File: config.mk
export PLATFORM = sky130hd
export DESIGN_NAME = runaheadCore
export DESIGN_NICKNAME = d
export VERILOG_FILES = /design/src/hdl/runaheadPkg.sv /design/src/hdl/runaheadCore.sv /design/src/hdl/missTimer.sv /design/src/hdl/runaheadControl.sv /design/src/hdl/runaheadQueue.sv /design/src/hdl/dirtyScoreboard.sv /design/src/hdl/operandValidation.sv
export SDC_FILE = /design/constraint.sdc
export NUM_CORES = 1
export LEC_CHECK = 0
export BUFFER_PORTS_ARGS = -buffer_cell sky130_fd_sc_hd__buf_2
export CORE_MARGIN = 5
export CORE_UTILIZATION = 55
export CTS_BUF_LIST = sky130_fd_sc_hd__clkbuf_2
export DETAILED_ROUTE_END_ITERATION = 16
export PLACE_DENSITY = 0.73
export SETUP_SLACK_MARGIN = 0.2
export SLEW_MARGIN = 20
export SYNTH_ARGS = -nofsm -noshare
export SYNTH_HDL_FRONTEND = slang
export SYNTH_SLANG_ARGS = --single-unit
File: constraint.sdc
create_clock -name clk -period 12.5 [get_ports clk]
set_clock_uncertainty 0.2 [all_clocks]
set_input_delay 2.5 -clock clk [delete_from_list [all_inputs] [get_ports clk]]
set_output_delay 2.5 -clock clk [all_outputs]
set_load 0.1 [all_outputs]
File: src/hdl/runaheadPkg.sv
package runaheadPkg;

    localparam int RegCount = 16;
    localparam int RegAddrWidth = $clog2(RegCount);
    localparam int QueueDepth = 8;
    localparam int PtrWidth = $clog2(QueueDepth);
    localparam int TimerWidth = 8;

    // ALU operations use the register format, the two loads use the immediate format.
    typedef enum logic [3:0] {
        OpAdd     = 4'h0,
        OpSub     = 4'h1,
        OpAnd     = 4'h2,
        OpOr      = 4'h3,
        OpXor     = 4'h4,
        OpShl     = 4'h5,
        OpLoadImm = 4'h8,
        OpLoad    = 4'h9
    } Opcode;

    typedef struct packed {
        Opcode                   op;
        logic [RegAddrWidth-1:0] dest;
        logic [RegAddrWidth-1:0] srcA;
        logic [RegAddrWidth-1:0] srcB;
    } RegFormat;

    typedef struct packed {
        Opcode                   op;
        logic [RegAddrWidth-1:0] dest;
        logic [7:0]              imm;
    } ImmFormat;

    typedef union packed {
        RegFormat r;
        ImmFormat i;
    } InstrWord;

    typedef struct packed {
        logic     valid;
        InstrWord word;
        logic     miss;
    } IssueBeat;

    typedef struct packed {
        logic     valid;
        InstrWord word;
        logic     replayed;
    } ExecBeat;

    // fwd1 and fwd2 match the destinations one and two cycles back.
    typedef struct packed {
        logic used;
        logic dirty;
        logic fwd1;
        logic fwd2;
    } OperandStatus;

    typedef struct packed {
        logic                    valid;
        logic [RegAddrWidth-1:0] dest;
    } WriteBack;

    typedef enum logic [1:0] {
        StNormal,
        StMissWait,
        StWriteBack,
        StReplay
    } CtrlState;

    function automatic logic readsA(InstrWord w);
        return w.r.op != OpLoadImm;
    endfunction

    function automatic logic readsB(InstrWord w);
        return (w.r.op != OpLoadImm) && (w.r.op != OpLoad);
    endfunction

    // A load takes its address base from the upper immediate nibble.
    function automatic logic [RegAddrWidth-1:0] srcAOf(InstrWord w);
        return (w.i.op == OpLoad) ? w.i.imm[7:4] : w.r.srcA;
    endfunction

    function automatic logic [RegAddrWidth-1:0] srcBOf(InstrWord w);
        return w.r.srcB;
    endfunction

endpackage
File: src/hdl/runaheadCore.sv
module runaheadCore (
    input  logic                                 clk,
    input  logic                                 rstN,
    input  runaheadPkg::IssueBeat                 issue,
    output logic                                 issueReady,
    output runaheadPkg::ExecBeat                  exec,
    output logic                                 memReq,
    output logic [runaheadPkg::RegAddrWidth-1:0] memDest,
    input  logic                                 memAck,
    output logic [runaheadPkg::TimerWidth-1:0]   lastMissLatency
);
    import runaheadPkg::*;

    OperandStatus            statusA;
    OperandStatus            statusB;
    WriteBack                writeBack;
    InstrWord                pushWord;
    InstrWord                popWord;
    logic                    accepted;
    logic                    defer;
    logic                    full;
    logic                    empty;
    logic                    pop;
    logic                    setValid;
    logic [RegAddrWidth-1:0] setDest;
    logic                    clearValid;
    logic [RegAddrWidth-1:0] clearDest;

    dirtyScoreboard scoreboard (
        .clk(clk), .rstN(rstN), .issue(issue), .accepted(accepted),
        .setValid(setValid), .setDest(setDest),
        .clearValid(clearValid), .clearDest(clearDest),
        .statusA(statusA), .statusB(statusB)
    );

    operandValidation validation (
        .clk(clk), .rstN(rstN), .issue(issue), .accepted(accepted),
        .statusA(statusA), .statusB(statusB), .writeBack(writeBack),
        .defer(defer), .pushWord(pushWord)
    );

    // Deferred beats are pushed in the cycle they are accepted.
    runaheadQueue queue (
        .clk(clk), .rstN(rstN), .push(defer), .pushWord(pushWord),
        .pop(pop), .popWord(popWord), .full(full), .empty(empty)
    );

    runaheadControl control (
        .clk(clk), .rstN(rstN), .issue(issue), .defer(defer),
        .full(full), .empty(empty), .popWord(popWord), .memAck(memAck),
        .memReq(memReq), .memDest(memDest), .issueReady(issueReady),
        .accepted(accepted), .writeBack(writeBack),
        .setValid(setValid), .setDest(setDest),
        .clearValid(clearValid), .clearDest(clearDest),
        .pop(pop), .exec(exec)
    );

    missTimer timer (
        .clk(clk), .rstN(rstN), .memReq(memReq), .memAck(memAck),
        .lastMissLatency(lastMissLatency)
    );

endmodule

File: src/hdl/missTimer.sv
module missTimer (
    input  logic                               clk,
    input  logic                               rstN,
    input  logic                               memReq,
    input  logic                               memAck,
    output logic [runaheadPkg::TimerWidth-1:0] lastMissLatency
);
    import runaheadPkg::*;

    logic [TimerWidth-1:0] count;
    logic                  reqDly;
    logic                  ackDly;

    always_ff @(posedge clk or negedge rstN) begin
        if (!rstN) begin
            count <= '0;
            reqDly <= 1'b0;
            ackDly <= 1'b0;
            lastMissLatency <= '0;
        end else begin
            reqDly <= memReq;
            ackDly <= memAck;
            // A new request restarts the count with its first edge.
            if (memReq && !reqDly) begin
                count <= TimerWidth'(1);
            end else if (memReq && !memAck && (count != {TimerWidth{1'b1}})) begin
                count <= count + 1'b1;
            end
            if (memAck && !ackDly) begin
                lastMissLatency <= count;
            end
        end
    end

endmodule

File: src/hdl/runaheadControl.sv
module runaheadControl (
    input  logic                                 clk,
    input  logic                                 rstN,
    input  runaheadPkg::IssueBeat                 issue,
    input  logic                                 defer,
    input  logic                                 full,
    input  logic                                 empty,
    input  runaheadPkg::InstrWord                 popWord,
    input  logic                                 memAck,
    output logic                                 memReq,
    output logic [runaheadPkg::RegAddrWidth-1:0] memDest,
    output logic                                 issueReady,
    output logic                                 accepted,
    output runaheadPkg::WriteBack                 writeBack,
    output logic                                 setValid,
    output logic [runaheadPkg::RegAddrWidth-1:0] setDest,
    output logic                                 clearValid,
    output logic [runaheadPkg::RegAddrWidth-1:0] clearDest,
    output logic                                 pop,
    output runaheadPkg::ExecBeat                  exec
);
    import runaheadPkg::*;

    CtrlState state;
    CtrlState nextState;

    logic [RegAddrWidth-1:0] loadDest;
    logic                    openState;
    logic                    startMiss;
    logic                    execValid;
    logic                    execReplayed;
    InstrWord                execWord;

    // The cycle after the last pop behaves like Normal so issue resumes at once.
    assign openState = (state == StNormal) || ((state == StReplay) && empty);
    assign issueReady = !full && (openState || (state == StMissWait));
    assign accepted = issue.valid && issueReady;

    assign startMiss = accepted && openState && issue.miss && !defer &&
                       (issue.word.r.op == OpLoad);

    assign pop = (state == StReplay) && !empty;

    assign writeBack.valid = (state == StWriteBack);
    assign writeBack.dest = loadDest;

    // Deferred beats poison their own destination while the miss is out.
    assign setValid = startMiss || (accepted && defer && (state == StMissWait));
    assign setDest = issue.word.r.dest;
    assign clearValid = (state == StWriteBack) || pop;
    assign clearDest = pop ? popWord.r.dest : loadDest;

    assign memDest = loadDest;

    always_comb begin
        nextState = state;
        case (state)
            StNormal: begin
                if (startMiss) begin
                    nextState = StMissWait;
                end
            end
            StMissWait: begin
                // Done once both halves of the handshake are back low.
                if (!memReq && !memAck) begin
                    nextState = StWriteBack;
                end
            end
            StWriteBack: begin
                nextState = StReplay;
            end
            default: begin
                if (empty) begin
                    nextState = startMiss ? StMissWait : StNormal;
                end
            end
        endcase
    end

    always_ff @(posedge clk or negedge rstN) begin
        if (!rstN) begin
            state <= StNormal;
            memReq <= 1'b0;
        end else begin
            state <= nextState;
            if (startMiss) begin
                memReq <= 1'b1;
            end else if (memReq && memAck) begin
                memReq <= 1'b0;
            end
        end
    end

    always_ff @(posedge clk) begin
        if (startMiss) begin
            loadDest <= issue.word.r.dest;
        end
    end

    // Replayed entries and clean issued beats never collide.
    always_ff @(posedge clk or negedge rstN) begin
        if (!rstN) begin
            execValid <= 1'b0;
            execReplayed <= 1'b0;
        end else begin
            execValid <= pop || (accepted && !defer);
            execReplayed <= pop;
        end
    end

    always_ff @(posedge clk) begin
        execWord <= pop ? popWord : issue.word;
    end

    assign exec.valid = execValid;
    assign exec.word = execWord;
    assign exec.replayed = execReplayed;

endmodule

File: src/hdl/runaheadQueue.sv
module runaheadQueue (
    input  logic                 clk,
    input  logic                 rstN,
    input  logic                 push,
    input  runaheadPkg::InstrWord pushWord,
    input  logic                 pop,
    output runaheadPkg::InstrWord popWord,
    output logic                 full,
    output logic                 empty
);
    import runaheadPkg::*;

    InstrWord entries [QueueDepth];

    logic [PtrWidth-1:0] rdPtr;
    logic [PtrWidth-1:0] wrPtr;
    logic [PtrWidth:0]   count;

    assign popWord = entries[rdPtr];
    assign full = (count == (PtrWidth + 1)'(QueueDepth));
    assign empty = (count == '0);

    always_ff @(posedge clk) begin
        if (push) begin
            entries[wrPtr] <= pushWord;
        end
    end

    // Depth is a power of two, so the pointers wrap on their own.
    always_ff @(posedge clk or negedge rstN) begin
        if (!rstN) begin
            wrPtr <= '0;
        end else if (push) begin
            wrPtr <= wrPtr + 1'b1;
        end
    end

    always_ff @(posedge clk or negedge rstN) begin
        if (!rstN) begin
            rdPtr <= '0;
        end else if (pop) begin
            rdPtr <= rdPtr + 1'b1;
        end
    end

    always_ff @(posedge clk or negedge rstN) begin
        if (!rstN) begin
            count <= '0;
        end else begin
            case ({push, pop})
                2'b10: begin
                    count <= count + 1'b1;
                end
                2'b01: begin
                    count <= count - 1'b1;
                end
                default: begin
                    count <= count;
                end
            endcase
        end
    end

endmodule

File: src/hdl/dirtyScoreboard.sv
module dirtyScoreboard (
    input  logic                                 clk,
    input  logic                                 rstN,
    input  runaheadPkg::IssueBeat                 issue,
    input  logic                                 accepted,
    input  logic                                 setValid,
    input  logic [runaheadPkg::RegAddrWidth-1:0] setDest,
    input  logic                                 clearValid,
    input  logic [runaheadPkg::RegAddrWidth-1:0] clearDest,
    output runaheadPkg::OperandStatus             statusA,
    output runaheadPkg::OperandStatus             statusB
);
    import runaheadPkg::*;

    logic [RegCount-1:0]     dirtyBits;
    logic [RegCount-1:0]     dirtyNext;
    logic [RegAddrWidth-1:0] prevDest [2];
    logic [1:0]              prevValid;

    function automatic OperandStatus statusFor(logic used, logic [RegAddrWidth-1:0] src);
        OperandStatus s;
        s.used  = used;
        s.dirty = dirtyBits[src];
        s.fwd1  = used && prevValid[0] && (prevDest[0] == src);
        s.fwd2  = used && prevValid[1] && (prevDest[1] == src);
        return s;
    endfunction

    // Status follows the dirty bits even while the same beat is held.
    always_comb begin
        statusA = statusFor(readsA(issue.word), srcAOf(issue.word));
        statusB = statusFor(readsB(issue.word), srcBOf(issue.word));
    end

    // Clear is applied last so that it wins over a set to the same register.
    always_comb begin
        dirtyNext = dirtyBits;
        if (setValid) begin
            dirtyNext[setDest] = 1'b1;
        end
        if (clearValid) begin
            dirtyNext[clearDest] = 1'b0;
        end
    end

    always_ff @(posedge clk or negedge rstN) begin
        if (!rstN) begin
            dirtyBits <= '0;
            prevValid <= '0;
        end else begin
            dirtyBits <= dirtyNext;
            prevValid <= {prevValid[0], accepted};
        end
    end

    // Destinations of the last two cycles for the forwarding window.
    always_ff @(posedge clk) begin
        prevDest[0] <= issue.word.r.dest;
        prevDest[1] <= prevDest[0];
    end

endmodule

File: src/hdl/operandValidation.sv
module operandValidation (
    input  logic                     clk,
    input  logic                     rstN,
    input  runaheadPkg::IssueBeat     issue,
    input  logic                     accepted,
    input  runaheadPkg::OperandStatus statusA,
    input  runaheadPkg::OperandStatus statusB,
    input  runaheadPkg::WriteBack     writeBack,
    output logic                     defer,
    output runaheadPkg::InstrWord     pushWord
);
    import runaheadPkg::*;

    // Bit 0 is the previous cycle, bit 1 the cycle before that.
    logic [1:0] deferHistory;

    logic                    wbMatchA;
    logic                    wbMatchB;
    logic                    fwdDirtyA;
    logic                    fwdDirtyB;
    logic                    dirtyA;
    logic                    dirtyB;
    logic [RegAddrWidth-1:0] regA;
    logic [RegAddrWidth-1:0] regB;

    assign regA = srcAOf(issue.word);
    assign regB = srcBOf(issue.word);

    // Load data landing this cycle makes the register clean already.
    assign wbMatchA = writeBack.valid && (writeBack.dest == regA);
    assign wbMatchB = writeBack.valid && (writeBack.dest == regB);

    // A forwarded value is only dirty if its producer was deferred.
    assign fwdDirtyA = (statusA.fwd1 && deferHistory[0]) ||
                       (statusA.fwd2 && deferHistory[1]);
    assign fwdDirtyB = (statusB.fwd1 && deferHistory[0]) ||
                       (statusB.fwd2 && deferHistory[1]);

    assign dirtyA = statusA.used && (statusA.dirty || fwdDirtyA) && !wbMatchA;
    assign dirtyB = statusB.used && (statusB.dirty || fwdDirtyB) && !wbMatchB;

    assign defer = accepted && (dirtyA || dirtyB);
    assign pushWord = issue.word;

    // The window moves every cycle, so idle cycles age producers out.
    always_ff @(posedge clk or negedge rstN) begin
        if (!rstN) begin
            deferHistory <= '0;
        end else begin
            deferHistory <= {deferHistory[0], defer};
        end
    end

endmodule

After elaboration in Yosys (flattened, before gate mapping)
Memories as Yosys holds them, arrays and structs flattened.
Index checks and enable logic that the tools add are counted.
Widths: inputs -> output; s select.
{"block": "word_totals", "ff_bits": 73, "word_cells": 139, "input_bits": 21, "mem_bits_rw": 136, "mem_count": 2, "out_inout_bits": 32}
{"block": "op_classes", "add_sub_neg": 5, "n_mux": 24, "magnitude_cmp": 6, "n_reduce_logical": 65, "bitwise_logic": 3, "n_eq_ne": 18}
{"memory": "queue.entries", "words": 8, "width": 16, "read_ports": 1, "rd_clocked_by_memory_dff": 0, "write_ports": 1, "line": "runaheadQueue.sv:13", "rtl": "InstrWord entries [QueueDepth];"}
{"memory": "scoreboard.prevDest", "words": 2, "width": 4, "read_ports": 2, "rd_clocked_by_memory_dff": 0, "write_ports": 2, "line": "dirtyScoreboard.sv:17", "rtl": "logic [RegAddrWidth-1:0] prevDest [2];"}
{"cell": "$mux 16", "n": 3}
{"cell": "$logic_and 1x1->1", "n": 39}
{"cell": "$eq 4x4->1", "n": 6}
{"cell": "$lt 4x5->1 const B", "n": 4}
{"cell": "$and 16x16->16", "n": 1}
{"cell": "$mux 8", "n": 2}
{"cell": "$not 16->16", "n": 1}
{"cell": "$or 16x16->16", "n": 1}
{"cell": "$logic_or 1x1->1", "n": 10}
{"cell": "$logic_not 1->1", "n": 9}
{"cell": "$mux 1", "n": 9}
{"cell": "$add 8x1->8 const B", "n": 1}
{"cell": "$bmux 1 s4", "n": 2}
{"cell": "$demux 1 s4", "n": 2}
{"cell": "$eq 4x4->1 const B", "n": 2}
{"cell": "$ge 4x1->1 const B", "n": 2}
{"cell": "$ne 4x4->1 const B", "n": 2}
{"cell": "$ne 8x8->1 const B", "n": 1}
{"cell": "$pmux 4 s2", "n": 1}
{"cell": "$add 3x1->3 const B", "n": 2}
{"cell": "$eq 2x2->1 const B", "n": 3}
{"cell": "$mux 2", "n": 3}
{"cell": "$pmux 2 s3", "n": 1}
{"cell": "$reduce_bool 2->1", "n": 3}
{"cell": "other kinds (10)", "n": 11}

Depth between registers and ports, before layout
Gate-level depths: netlist of run 1.
{"block": "depth", "depth_word": 18, "depth_mapped": 15, "ltp_nobuf": 14}

Modules after synthesis
Synthesis of run 1 repeated with hierarchy kept, for this count alone.
{"block": "unflattened", "cells_unflattened": 597, "hier_area_um2": 9127.5}
{"module": "runaheadQueue", "cells_each": 240, "seq_area_each_um2": 4093.9, "area_each_um2": 5474.0, "n_inst": 1}
{"module": "dirtyScoreboard", "cells_each": 126, "seq_area_each_um2": 610.6, "area_each_um2": 1421.4, "n_inst": 1}
{"module": "runaheadControl", "cells_each": 126, "seq_area_each_um2": 565.5, "area_each_um2": 1119.8, "n_inst": 1}
{"module": "missTimer", "cells_each": 71, "seq_area_each_um2": 450.4, "area_each_um2": 815.8, "n_inst": 1}
{"module": "operandValidation", "cells_each": 34, "seq_area_each_um2": 50.0, "area_each_um2": 296.5, "n_inst": 1}

Worst setup path after synthesis of run 1
No wires, ideal clock.
{"block": "synth_timing", "path_kind": "input port to flip-flop", "startpoint": "input port issue[3] (netlist bit)", "endpoint": "memory queue.entries[4][0] (netlist bit) (enable)", "setup_slack_ns": 6.252, "arrival_time_ns": 5.611, "cell_stages": 8, "cell_sequence": "buf_2 > mux4_2 > o21ai_0 > o2111ai_1 > a22o_1 > buf_6 > nand2_2 > nor4b_1"}
{"block": "synth_via", "elab_chain_cells": 11, "word_cells_on_any_way": 19, "cone_classes": "3 x eq/ne; 4 x mux; 12 x reduce/logical"}
{"item": "start, declared", "line": "runaheadCore.sv:4", "rtl": "input runaheadPkg::IssueBeat issue,"}
{"item": "parallel branches: the longest is 6 deep, another holds $bmux 1 s4"}
{"item": "$logic_and 1x1->1 *", "line": "operandValidation.sv:40", "rtl": "assign dirtyB = statusB.used && (statusB.dirty || fwdDirtyB) && !wbMatchB;"}
{"item": "$logic_or 1x1->1 *", "line": "operandValidation.sv:42", "rtl": "assign defer = accepted && (dirtyA || dirtyB);"}
{"item": "$logic_and 1x1->1 *", "line": "operandValidation.sv:42"}
{"item": "$mux 1 *", "line": "runaheadQueue.sv:24", "rtl": "if (push) begin"}
{"item": "$mux 1 (not written as such) *", "line": "runaheadQueue.sv:25", "rtl": "entries[wrPtr] <= pushWord;"}
{"item": "end, declared", "line": "runaheadQueue.sv:13"}
Every way passes the cells marked *. The select of a mux whose other input is x is not followed.

Worst setup path in the final report of run 1
{"block": "layout_timing", "startpoint": "input port issue[6] (netlist bit)", "endpoint": "register queue.count[3]"}
{"block": "layout_via", "elab_chain_cells": 11, "word_cells_on_any_way": 21, "cone_classes": "5 x eq/ne; 3 x mux; 13 x reduce/logical"}
{"item": "parallel branches: the longest is 6 deep, another holds $bmux 1 s4"}
{"item": "$logic_and 1x1->1 *", "line": "operandValidation.sv:39", "rtl": "assign dirtyA = statusA.used && (statusA.dirty || fwdDirtyA) && !wbMatchA;"}
{"item": "$logic_or 1x1->1 *", "line": "operandValidation.sv:42"}
{"item": "$logic_and 1x1->1 *", "line": "operandValidation.sv:42"}
{"item": "$eq 2x1->1 or $eq 2x2->1 (tied branches)", "line": "runaheadQueue.sv:50", "rtl": "case ({push, pop})"}
{"item": "$pmux 4 s2 or $reduce_bool 2->1 (tied branches)"}
{"item": "end signal, assigned", "line": "runaheadQueue.sv:52", "rtl": "count <= count + 1'b1;"}
{"item": "end signal, assigned", "line": "runaheadQueue.sv:55", "rtl": "count <= count - 1'b1;"}
{"item": "end signal, assigned", "line": "runaheadQueue.sv:58", "rtl": "count <= count;"}
{"item": "end, declared", "line": "runaheadQueue.sv:17", "rtl": "logic [PtrWidth:0] count;"}
Marked as above.
A chain may end at the register's enable or synchronous reset.

==> flow_summary.yaml, run 1 <==
logic_synthesis:
  yosysMostFrequentCell: "edfxtp_1"
  async_flop_share_pct: 25.4
  synth_area_per_cell_um2: 15.1
  syn_nets: 621
  synth_edf_count: 132
  synth_top_cell_area_share_pct: 44.7
  syn_area_um2: 8870
  synth_seq_area_share_pct: 65.1
  ys_top_cells_by_area: "edfxtp_1 45%, dfrtp_1 15%, mux4_2 9.9%"
  yosys.area.top_type: "edfxtp_1"
  syn_inst: 589
  synth_warnings: 0
  synthDistinctLibCells: 59
  synthFlopType: "edfxtp_1"
  yosys-top-cells-count: "132 x edfxtp_1, 53 x dfrtp_1, 48 x nor2_1"
  ys_seq_elements: 209
clocking:
  tritoncts: "done"
  cts_buffers: 51
  ctsHtreeMaxLevel: 2
  clk_path_buf_depth: 3
  root_buffer: "clkbuf_2"
  post_cts_resized: 0
  cts_hold_buf: 0
  clk_latency_ps: 780
  clkTransAtPathRegs_ps: 90
  cts_sinks: 209
  cts_setup_buffers: 0
power:
  power_switching_w: 0.000817
  powerDensity_nw_per_um2: 204
  p_sw_share_pct: 40.8
  combPwrFrac_pct: 34.8
  p_int_w: 0.00119
  ir_worst_vdd_uv: 196
  pwr-share-seq_pct: 44.1
  p_leak_nw: 3.74
  clockPowerShare_pct: 21.1
run_status:
  status: "finished clean"
cells_and_area:
  seq_area_um2: 5770
  final_layout_size_suffix_gt1_share_pct: 29.0
  areaGrowthSynthToFinish_pct: 10.8
  multi_input_area_um2: 2930
  final_core_util_pct: 62.1
  num_antenna_cells: 0
  nets: 704
  nFillCells: 1155
timing:
  worst_pin_slew_ps: 1050
  period_needed_ps: 5640
  max_clock_freq_mhz: 177
  rsz0062_at_grt: "false"
  max_slew_margin_pct: 29.7
  final-hold-violation-count: 0
  setup_viol: 0
  hold_ws_ps: 193
  min_period_over_period_pct: 45.1
  fin_setup_tns_ps: 0
  finalMaxSlewViolations: 0
grt:
  grt_max_degree: 54
  grt_pass1_wl_mm: 30.4
  grt_pass1_vias: 5667
  track_usage_pct: 21.4
  grt-ovfl-total: 0
  antenna_found_initial: 0
route:
  first_pass_iters: 5
  wl_per_cell_um: 20.7
  routed_wl_mm: 19.2
  vias: 5388
  drt_first_iter_violations: 451
  ant_nets: 0
  viasPerCell: 5.80
  route.detailed.drc: 0
place:
  dp_hpwl_mm: 12.5
  portBuffers: 52
  place.gp.congestion: 0.905
worst_setup_path:
  path_max_fanout: 19
  endpoint_kind: "register"
  startpoint: "issue[6]"
  r2r_cells: 13
  worstPathRequired_ps: 12930
  critPathKind: "input port to register"
  rr_startpoint: "scoreboard.dirtyBits[7]$_DFF_PN0_"
  r2r_setup_slack_ps: 8570
  endpoint: "queue.count[3]$_DFFE_PN0P_"
  reg2reg_to: "queue.count[3]$_DFFE_PN0P_"
  cp.arrival_ps: 6070
  start_kind: "input port"
floorplanning:
  rows: 46
  initial_utilization_pct: 56.0
  die_area_um2: 18800
  die_h_um: 137
  ioPinCount: 53
  die_w_um: 137
  coreArea_um2: 15800
hold_path:
  min_path_type: "register to register"
run:
  maxCapViolCount: 0
-- worst max-delay path, stage by stage --
cell and delay (ps):
buf_2 300, mux4_2 560, mux2i_1 150, o21ai_1 80, or4_4 460, a22o_1 470
nand2_2 320, ha_1 240, ha_1 240, a21o_1 180, a21oi_1 190, xnor2_1 150
nor2_1 80, xor2_1 150
-- power groups by stage --
stage	Combinational, W	Sequential (W)	Clock (W)
after global placement	0.000687	0.000894	0
after CTS	0.000703	0.000882	0.000437
after floorplan	0.000417	0.00103	0
final	0.000697	0.000883	0.000423
after global routing	0.000745	0.000893	0.000476
after detailed placement	0.000698	0.000897	0
-- cells by family after synthesis --
kind of cell | after synthesis | synth area share [%]
flops | 209 | 65.1
compound gates | 76 | 5.90
fa+ha+maj | 11 | 1.64
buf+inv | 52 | 2.67
xor+xnor | 38 | 3.75
mux | 70 | 13.6
simple gates | 133 | 7.41
-- placed cells by master (no fill, tap or decap), types with 20 or more instances in the layout --
cell type and count:
clkbuf_2 76, mux4_2 39, nand2_1 25, mux2i_1 21, inv_1 20, dfxtp_1 24
buf_2 52, xor2_1 24, a21oi_1 25, nor2_1 48, edfxtp_1 132, dfrtp_1 50
-- metal layers --
metal  GRT usage [%]  vias up  part of all wire, %
met5               0        -                    0
met4            7.32        0                  1.4
met3            4.74       29                  7.9
met2            33.3      243                   47
met1            30.2     2685                   43
li1                -     2431                    -
-- flip-flops by register name (all words and copies together) (netlist names), 3 cells and up --
signal,cells
control.execWord,16
queue.entries,128
scoreboard.prevDest,8
timer.count,8
queue.count,4
queue.wrPtr,3
timer.lastMissLatency,8
scoreboard.dirtyBits,16
control.memDest,4
queue.rdPtr,3
-- metrics by stage --
step / cells / total power, W / worst slack, ps / area, um^2
final: 929 / 0.00200 / 6860 / 9830
after global routing: 929 / 0.00211 / 6710 / 9830
after CTS: 928 / 0.00202 / 6960 / 9820
after detailed placement: 834 / 0.00159 / 6120 / 9360
after global placement: 834 / 0.00158 / 6240 / 9360
after floorplan: 589 / 0.00145 / 6250 / 8870
-- worst min-delay path by stage --
stage | endpoint | slack [ps] | cells past startpoint | startpoint
global route | scoreboard.prevDest[0][6]$_DFF_P_ | 210 | 0 | scoreboard.prevDest[0][2]$_DFF_P_
global placement | scoreboard.prevDest[0][7]$_DFF_P_ | 190 | 0 | scoreboard.prevDest[0][3]$_DFF_P_
floorplan | scoreboard.prevDest[0][5]$_DFF_P_ | 170 | 0 | scoreboard.prevDest[0][1]$_DFF_P_
CTS | scoreboard.prevDest[0][6]$_DFF_P_ | 200 | 0 | scoreboard.prevDest[0][2]$_DFF_P_
finish | scoreboard.prevDest[0][6]$_DFF_P_ | 190 | 0 | scoreboard.prevDest[0][2]$_DFF_P_
detailed placement | scoreboard.prevDest[0][7]$_DFF_P_ | 180 | 0 | scoreboard.prevDest[0][3]$_DFF_P_
-- cell type report --
type / instances / area share (%)
Clock buffer: 76 / 3.87
Clock inverter: 18 / 0.751
Inverter: 22 / 0.840
Multi-Input combinational cell: 328 / 29.8
Sequential cell: 209 / 58.7
Tap cell: 216 / 2.75
Timing Repair Buffer: 60 / 3.30
(Power assumes the default switching activity.)
==> run 2, diff against run 1 <==
--- a/config.mk
+++ b/config.mk
@@ -10,7 +10,7 @@
 export CORE_UTILIZATION = 55
 export CTS_BUF_LIST = sky130_fd_sc_hd__clkbuf_2
 export DETAILED_ROUTE_END_ITERATION = 16
-export PLACE_DENSITY = 0.73
+export PLACE_DENSITY = 0.76
 export SETUP_SLACK_MARGIN = 0.2
 export SLEW_MARGIN = 20
 export SYNTH_ARGS = -nofsm -noshare
==> constraint.sdc (replaced) <==
create_clock -name clk -period 4.5 [get_ports clk]
set_clock_uncertainty 0.2 [all_clocks]
set_input_delay 0.9 -clock clk [delete_from_list [all_inputs] [get_ports clk]]
set_output_delay 0.9 -clock clk [all_outputs]
set_load 0.1 [all_outputs]
==> flow_summary.yaml, run 2 (synthesized netlist as in run 1, its figures left out) <==
route:
  ant_nets: 0
  vias: 5449
  wl_per_cell_um: 21.0
  drt_first_iter_violations: 383
  first_pass_iters: 5
  route.detailed.drc: 0
  routed_wl_mm: 19.9
  viasPerCell: 5.75
floorplanning:
  ioPinCount: 53
  die_h_um: 137
  die_area_um2: 18800
  rows: 46
  die_w_um: 137
  initial_utilization_pct: 56.0
  coreArea_um2: 15800
hold_path:
  min_path_type: "register to register"
cells_and_area:
  nets: 718
  layout_common_cells: "132 x edfxtp_1, 79 x clkbuf_2, 52 x dfrtp_1, 52 x buf_2, 48 x nor2_1"
  largest_register_ffs: 128
  regMostFlops: "queue.entries"
  final_layout_size_suffix_gt1_share_pct: 30.5
  nFillCells: 1212
  layout_commonest_cell: "edfxtp_1"
  reg_top3: "queue.entries x128, control.execWord x16, scoreboard.dirtyBits x16"
  areaGrowthSynthToFinish_pct: 12.6
clocking:
  tritoncts: "done"
  cts_buffers: 52
  clk_latency_ps: 800
  clk_path_buf_depth: 3
  root_buffer: "clkbuf_2"
  cts_sinks: 209
  cts_setup_buffers: 0
  clkTransAtPathRegs_ps: 110
  post_cts_resized: 0
  ctsHtreeMaxLevel: 2
grt:
  grt_use_met2_pct: 36.5
  grt-busiest-layer: "met2"
  track_usage_pct: 22.4
  antenna_found_initial: 1
  grt_pass1_vias: 5799
  grt_util_met3_pct: 4.08
  use_met1_pct: 31.0
  grt-ovfl-total: 0
  grt_pass1_wl_mm: 32.0
  grt_max_degree: 36
worst_setup_path:
  cp_cell_sequence: "ha_1 > or4b_1 > a22oi_2 > buf_2"
  endpoint_kind: "output port"
  path_max_fanout: 4
  worstPathRequired_ps: 3400
  cp.arrival_ps: 2670
  slowest_stage: "buf_2"
  critPathBufInv: 1
  start_kind: "register"
  max_stage_delay_ps: 490
  cpLargestDelayFamily: "buffers and inverters"
  critPathKind: "register to output port"
timing:
  min_period_over_period_pct: 83.9
  worst_pin_slew_ps: 812
  rsz0062_at_grt: "false"
  setup_viol: 0
  final-hold-violation-count: 0
  finalMaxSlewViolations: 0
  worst_slack_ps: 726
  fin_setup_tns_ps: 0
  max_clock_freq_mhz: 265
  max_slew_margin_pct: 45.6
  period_needed_ps: 3770
power:
  powerDensity_nw_per_um2: 574
  p_leak_nw: 3.83
  ir_worst_vdd_uv: 350
place:
  dp_hpwl_mm: 13.1
  place.gp.congestion: 0.870
  portBuffers: 52
  pre_cts_ws_ps: 315
run:
  maxCapViolCount: 0
run_status:
  status: "finished clean"
[run 2: layout make-up]
type	instances	area (um^2)	share of cell area [%]
Antenna cell	1	2.50	0.0251
Clock buffer	79	395	3.96
Clock inverter	19	108	1.08
Inverter	22	82.6	0.827
Multi-Input combinational cell	328	2930	29.4
Sequential cell	209	5770	57.8
Tap cell	216	270	2.71
Timing Repair Buffer	73	423	4.24
[run 2: worst paths after layout]
check / slack (ps) / startpoint / end / cells past startpoint
min reg2reg: 160 / scoreboard.prevDest[0][3]$_DFF_P_ / scoreboard.prevDest[0][7]$_DFF_P_ / 0
max: 730 / control.state[0]$_DFFE_PN0P_ / issueReady / 4
min in group asynchronous: 380 / rstN / scoreboard.prevValid[1]$_DFF_PN0_ / 2
min: 160 / scoreboard.prevDest[0][3]$_DFF_P_ / scoreboard.prevDest[0][7]$_DFF_P_ / 0
max in group asynchronous: 2880 / rstN / scoreboard.dirtyBits[8]$_DFF_PN0_ / 3
max reg2reg: 890 / control.state[0]$_DFFE_PN0P_ / queue.entries[4][0]$_DFFE_PP_ / 9
[run 2: report_power, final]
part	switching (W)	internal (W)
clock network	0.000758	0.000531
logic	0.00138	0.000643
registers	0.000203	0.00222
[run 2: routing by layer]
layer  vias to the layer above  wire length (um)
met2                       177              9970
met5                         -                 0
met4                         0               384
li1                       2462                 -
met3                        31              1150
met1                      2779              8390
[run 2: repair_timing]
action / 4_1_cts / 5_1_grt
hold endpoints to repair: 19 / 0
setup endpoints to repair: 0 / 0
hold buffers: 2 / 0
[run 2: stage by stage]
| stage | utilization, % | hold WS [ps] | total power (W) | instance area, um^2 | std cells |
|---|---|---|---|---|---|
| 6_report | 63.1 | 156 | 0.00573 | 9980 | 947 |
| 5_1_grt | 63.1 | 139 | 0.00604 | 9980 | 947 |
| 4_1_cts | 63.1 | 151 | 0.00578 | 9980 | 946 |
| 3_5_place_dp | 59.8 | 194 | 0.00448 | 9460 | 846 |
| 3_3_place_gp | 59.8 | 182 | 0.00442 | 9460 | 846 |
| 2_1_floorplan | - | 173 | 0.00403 | 8900 | 589 |
==> run 3, diff against run 2 <==
==> constraint.sdc (replaced) <==
create_clock -name clk -period 3.3 [get_ports clk]
set_clock_uncertainty 0.2 [all_clocks]
set_input_delay 0.66 -clock clk [delete_from_list [all_inputs] [get_ports clk]]
set_output_delay 0.66 -clock clk [all_outputs]
set_load 0.1 [all_outputs]
==> flow_summary.yaml, run 3 (synthesized netlist as in run 1, its figures left out) <==
worst_setup_path:
  critPathKind: "register to register"
  cp.arrival_ps: 3710
  endpoint_kind: "register"
  path_max_fanout: 3
  worstPathRequired_ps: 3820
  start_kind: "register"
grt:
  grt_max_degree: 38
  track_usage_pct: 23.2
  grt_pass1_vias: 6006
  grt_pass1_wl_mm: 32.8
  antenna_found_initial: 1
  grt-ovfl-total: 0
power:
  ir_worst_vdd_uv: 662
  power_w: 0.00814
  p_leak_nw: 4.17
  powerDensity_nw_per_um2: 757
timing:
  final-hold-violation-count: 0
  rsz0062_at_grt: "true"
  setup_viol: 0
  min_period_over_period_pct: 96.7
  max_clock_freq_mhz: 313
  finalMaxSlewViolations: 0
  period_needed_ps: 3190
  worst_pin_slew_ps: 899
  max_slew_margin_pct: 40.1
route:
  first_pass_iters: 5
  routed_wl_mm: 20.7
  drt_first_iter_violations: 431
  viasPerCell: 5.62
  route.detailed.drc: 0
  vias: 5628
  wl_per_cell_um: 20.7
  ant_nets: 0
floorplanning:
  ioPinCount: 53
  rows: 46
  coreArea_um2: 15800
  die_w_um: 137
  die_h_um: 137
  die_area_um2: 18800
  initial_utilization_pct: 56.0
run:
  maxCapViolCount: 0
place:
  portBuffers: 52
  place.gp.congestion: 0.909
  dp_hpwl_mm: 13.8
  post_dp_cell_area_um2: 9950
  dp_cells: 882
cells_and_area:
  layout_commonest_cell: "edfxtp_1"
  largest_register_ffs: 128
  nets: 775
  final_area_um2: 10800
  regMostFlops: "queue.entries"
  reg_top3: "queue.entries x128, control.execWord x16, scoreboard.dirtyBits x16"
  layout_common_cells: "132 x edfxtp_1, 84 x clkbuf_2, 55 x buf_4, 51 x buf_2, 50 x dfrtp_1"
  areaGrowthSynthToFinish_pct: 21.2
  instances_no_fill: 1002
  final_layout_size_suffix_gt1_share_pct: 38.0
clocking:
  clk_path_buf_depth: 3
  root_buffer: "clkbuf_2"
  clkTransAtPathRegs_ps: 110
  cts_buffers: 51
  clk_latency_ps: 830
  ctsHtreeMaxLevel: 2
  cts_sinks: 209
  tritoncts: "done"
hold_path:
  min_path_type: "input port to register"
run_status:
  status: "finished clean"
run 3: cell types whose count changed in the layout (fill, tap and decap cells not counted), moves of 5 or more:
cell           before  now
ha_1               10    5
dlygate4sd3_1       2   12
clkbuf_2           79   84
buf_4              19   55
clkinv_1           14    6
buf_12              0   11
run 3: worst paths after layout:
path	start	cells past startpoint	slack (ps)	endpoint
worst min-delay path	issue[4]	2	90	queue.entries[1][3]$_DFFE_PP_
worst min register to register	scoreboard.prevDest[0][1]$_DFF_P_	0	200	scoreboard.prevDest[0][5]$_DFF_P_
worst max-delay path	scoreboard.dirtyBits[15]$_DFF_PN0_	12	110	queue.count[3]$_DFFE_PN0P_
max in group asynchronous	rstN	3	1830	timer.lastMissLatency[7]$_DFFE_PN0P_
worst max register to register	scoreboard.dirtyBits[15]$_DFF_PN0_	12	110	queue.count[3]$_DFFE_PN0P_
min in group asynchronous	rstN	2	290	queue.wrPtr[2]$_DFFE_PN0P_
run 3: worst max-delay path: stages, from the launching register on:
cell	delay, ps
dfrtp_1	420
mux4_2	470
and3_1	190
or4_4	480
a22o_4	260
nand2_8	60
ha_4	140
ha_4	190
a21o_1	160
a21oi_2	140
xnor2_1	150
nor2_1	80
xor2_1	140
run 3: power by group:
group	internal, W	leakage [nW]	total, W	switching (W)
registers	0.00303	2.09	0.00327	0.000247
clock network	0.000753	0.385	0.00178	0.00102
logic	0.00107	1.70	0.00309	0.00202
total	0.00485	4.17	0.00814	0.00329
run 3: what timing repair did:
item	CTS	global route
resized for setup	10	9
cloned	0	0
setup endpoints to repair	32	33
hold endpoints to repair	75	0
setup buffers	6	6
pin swaps	5	6
hold buffers	12	0
run 3: layout make-up:
type                       count  area, um^2
clock buffer                  84         420
tap                          216         270
sequential                   209        5770
multi-input combinational    328        3080
clock inverter                11        82.6
fill                        1122        5080
antenna                        1        2.50
timing repair buffer         131        1030
inverter                      22        85.1
run 3: through the flow:
step                hold WS, ps  utilization (%)  setup slack (ps)  setup TNS (ps)
floorplan                   164                -              -428          -43320
global placement            182             62.9              -292          -10150
detailed placement          184             62.9              -337          -13910
CTS                        22.6             67.4              26.0               0
global route               24.9             67.9              14.7               0
finish                     89.1             67.9               109               0
run 3: metal layers:
metal	GRT usage [%]	part of all wire, %
met1	31.4	42
met2	37.4	50
met3	4.74	5.6
met4	8.59	2.3
met5	0	0
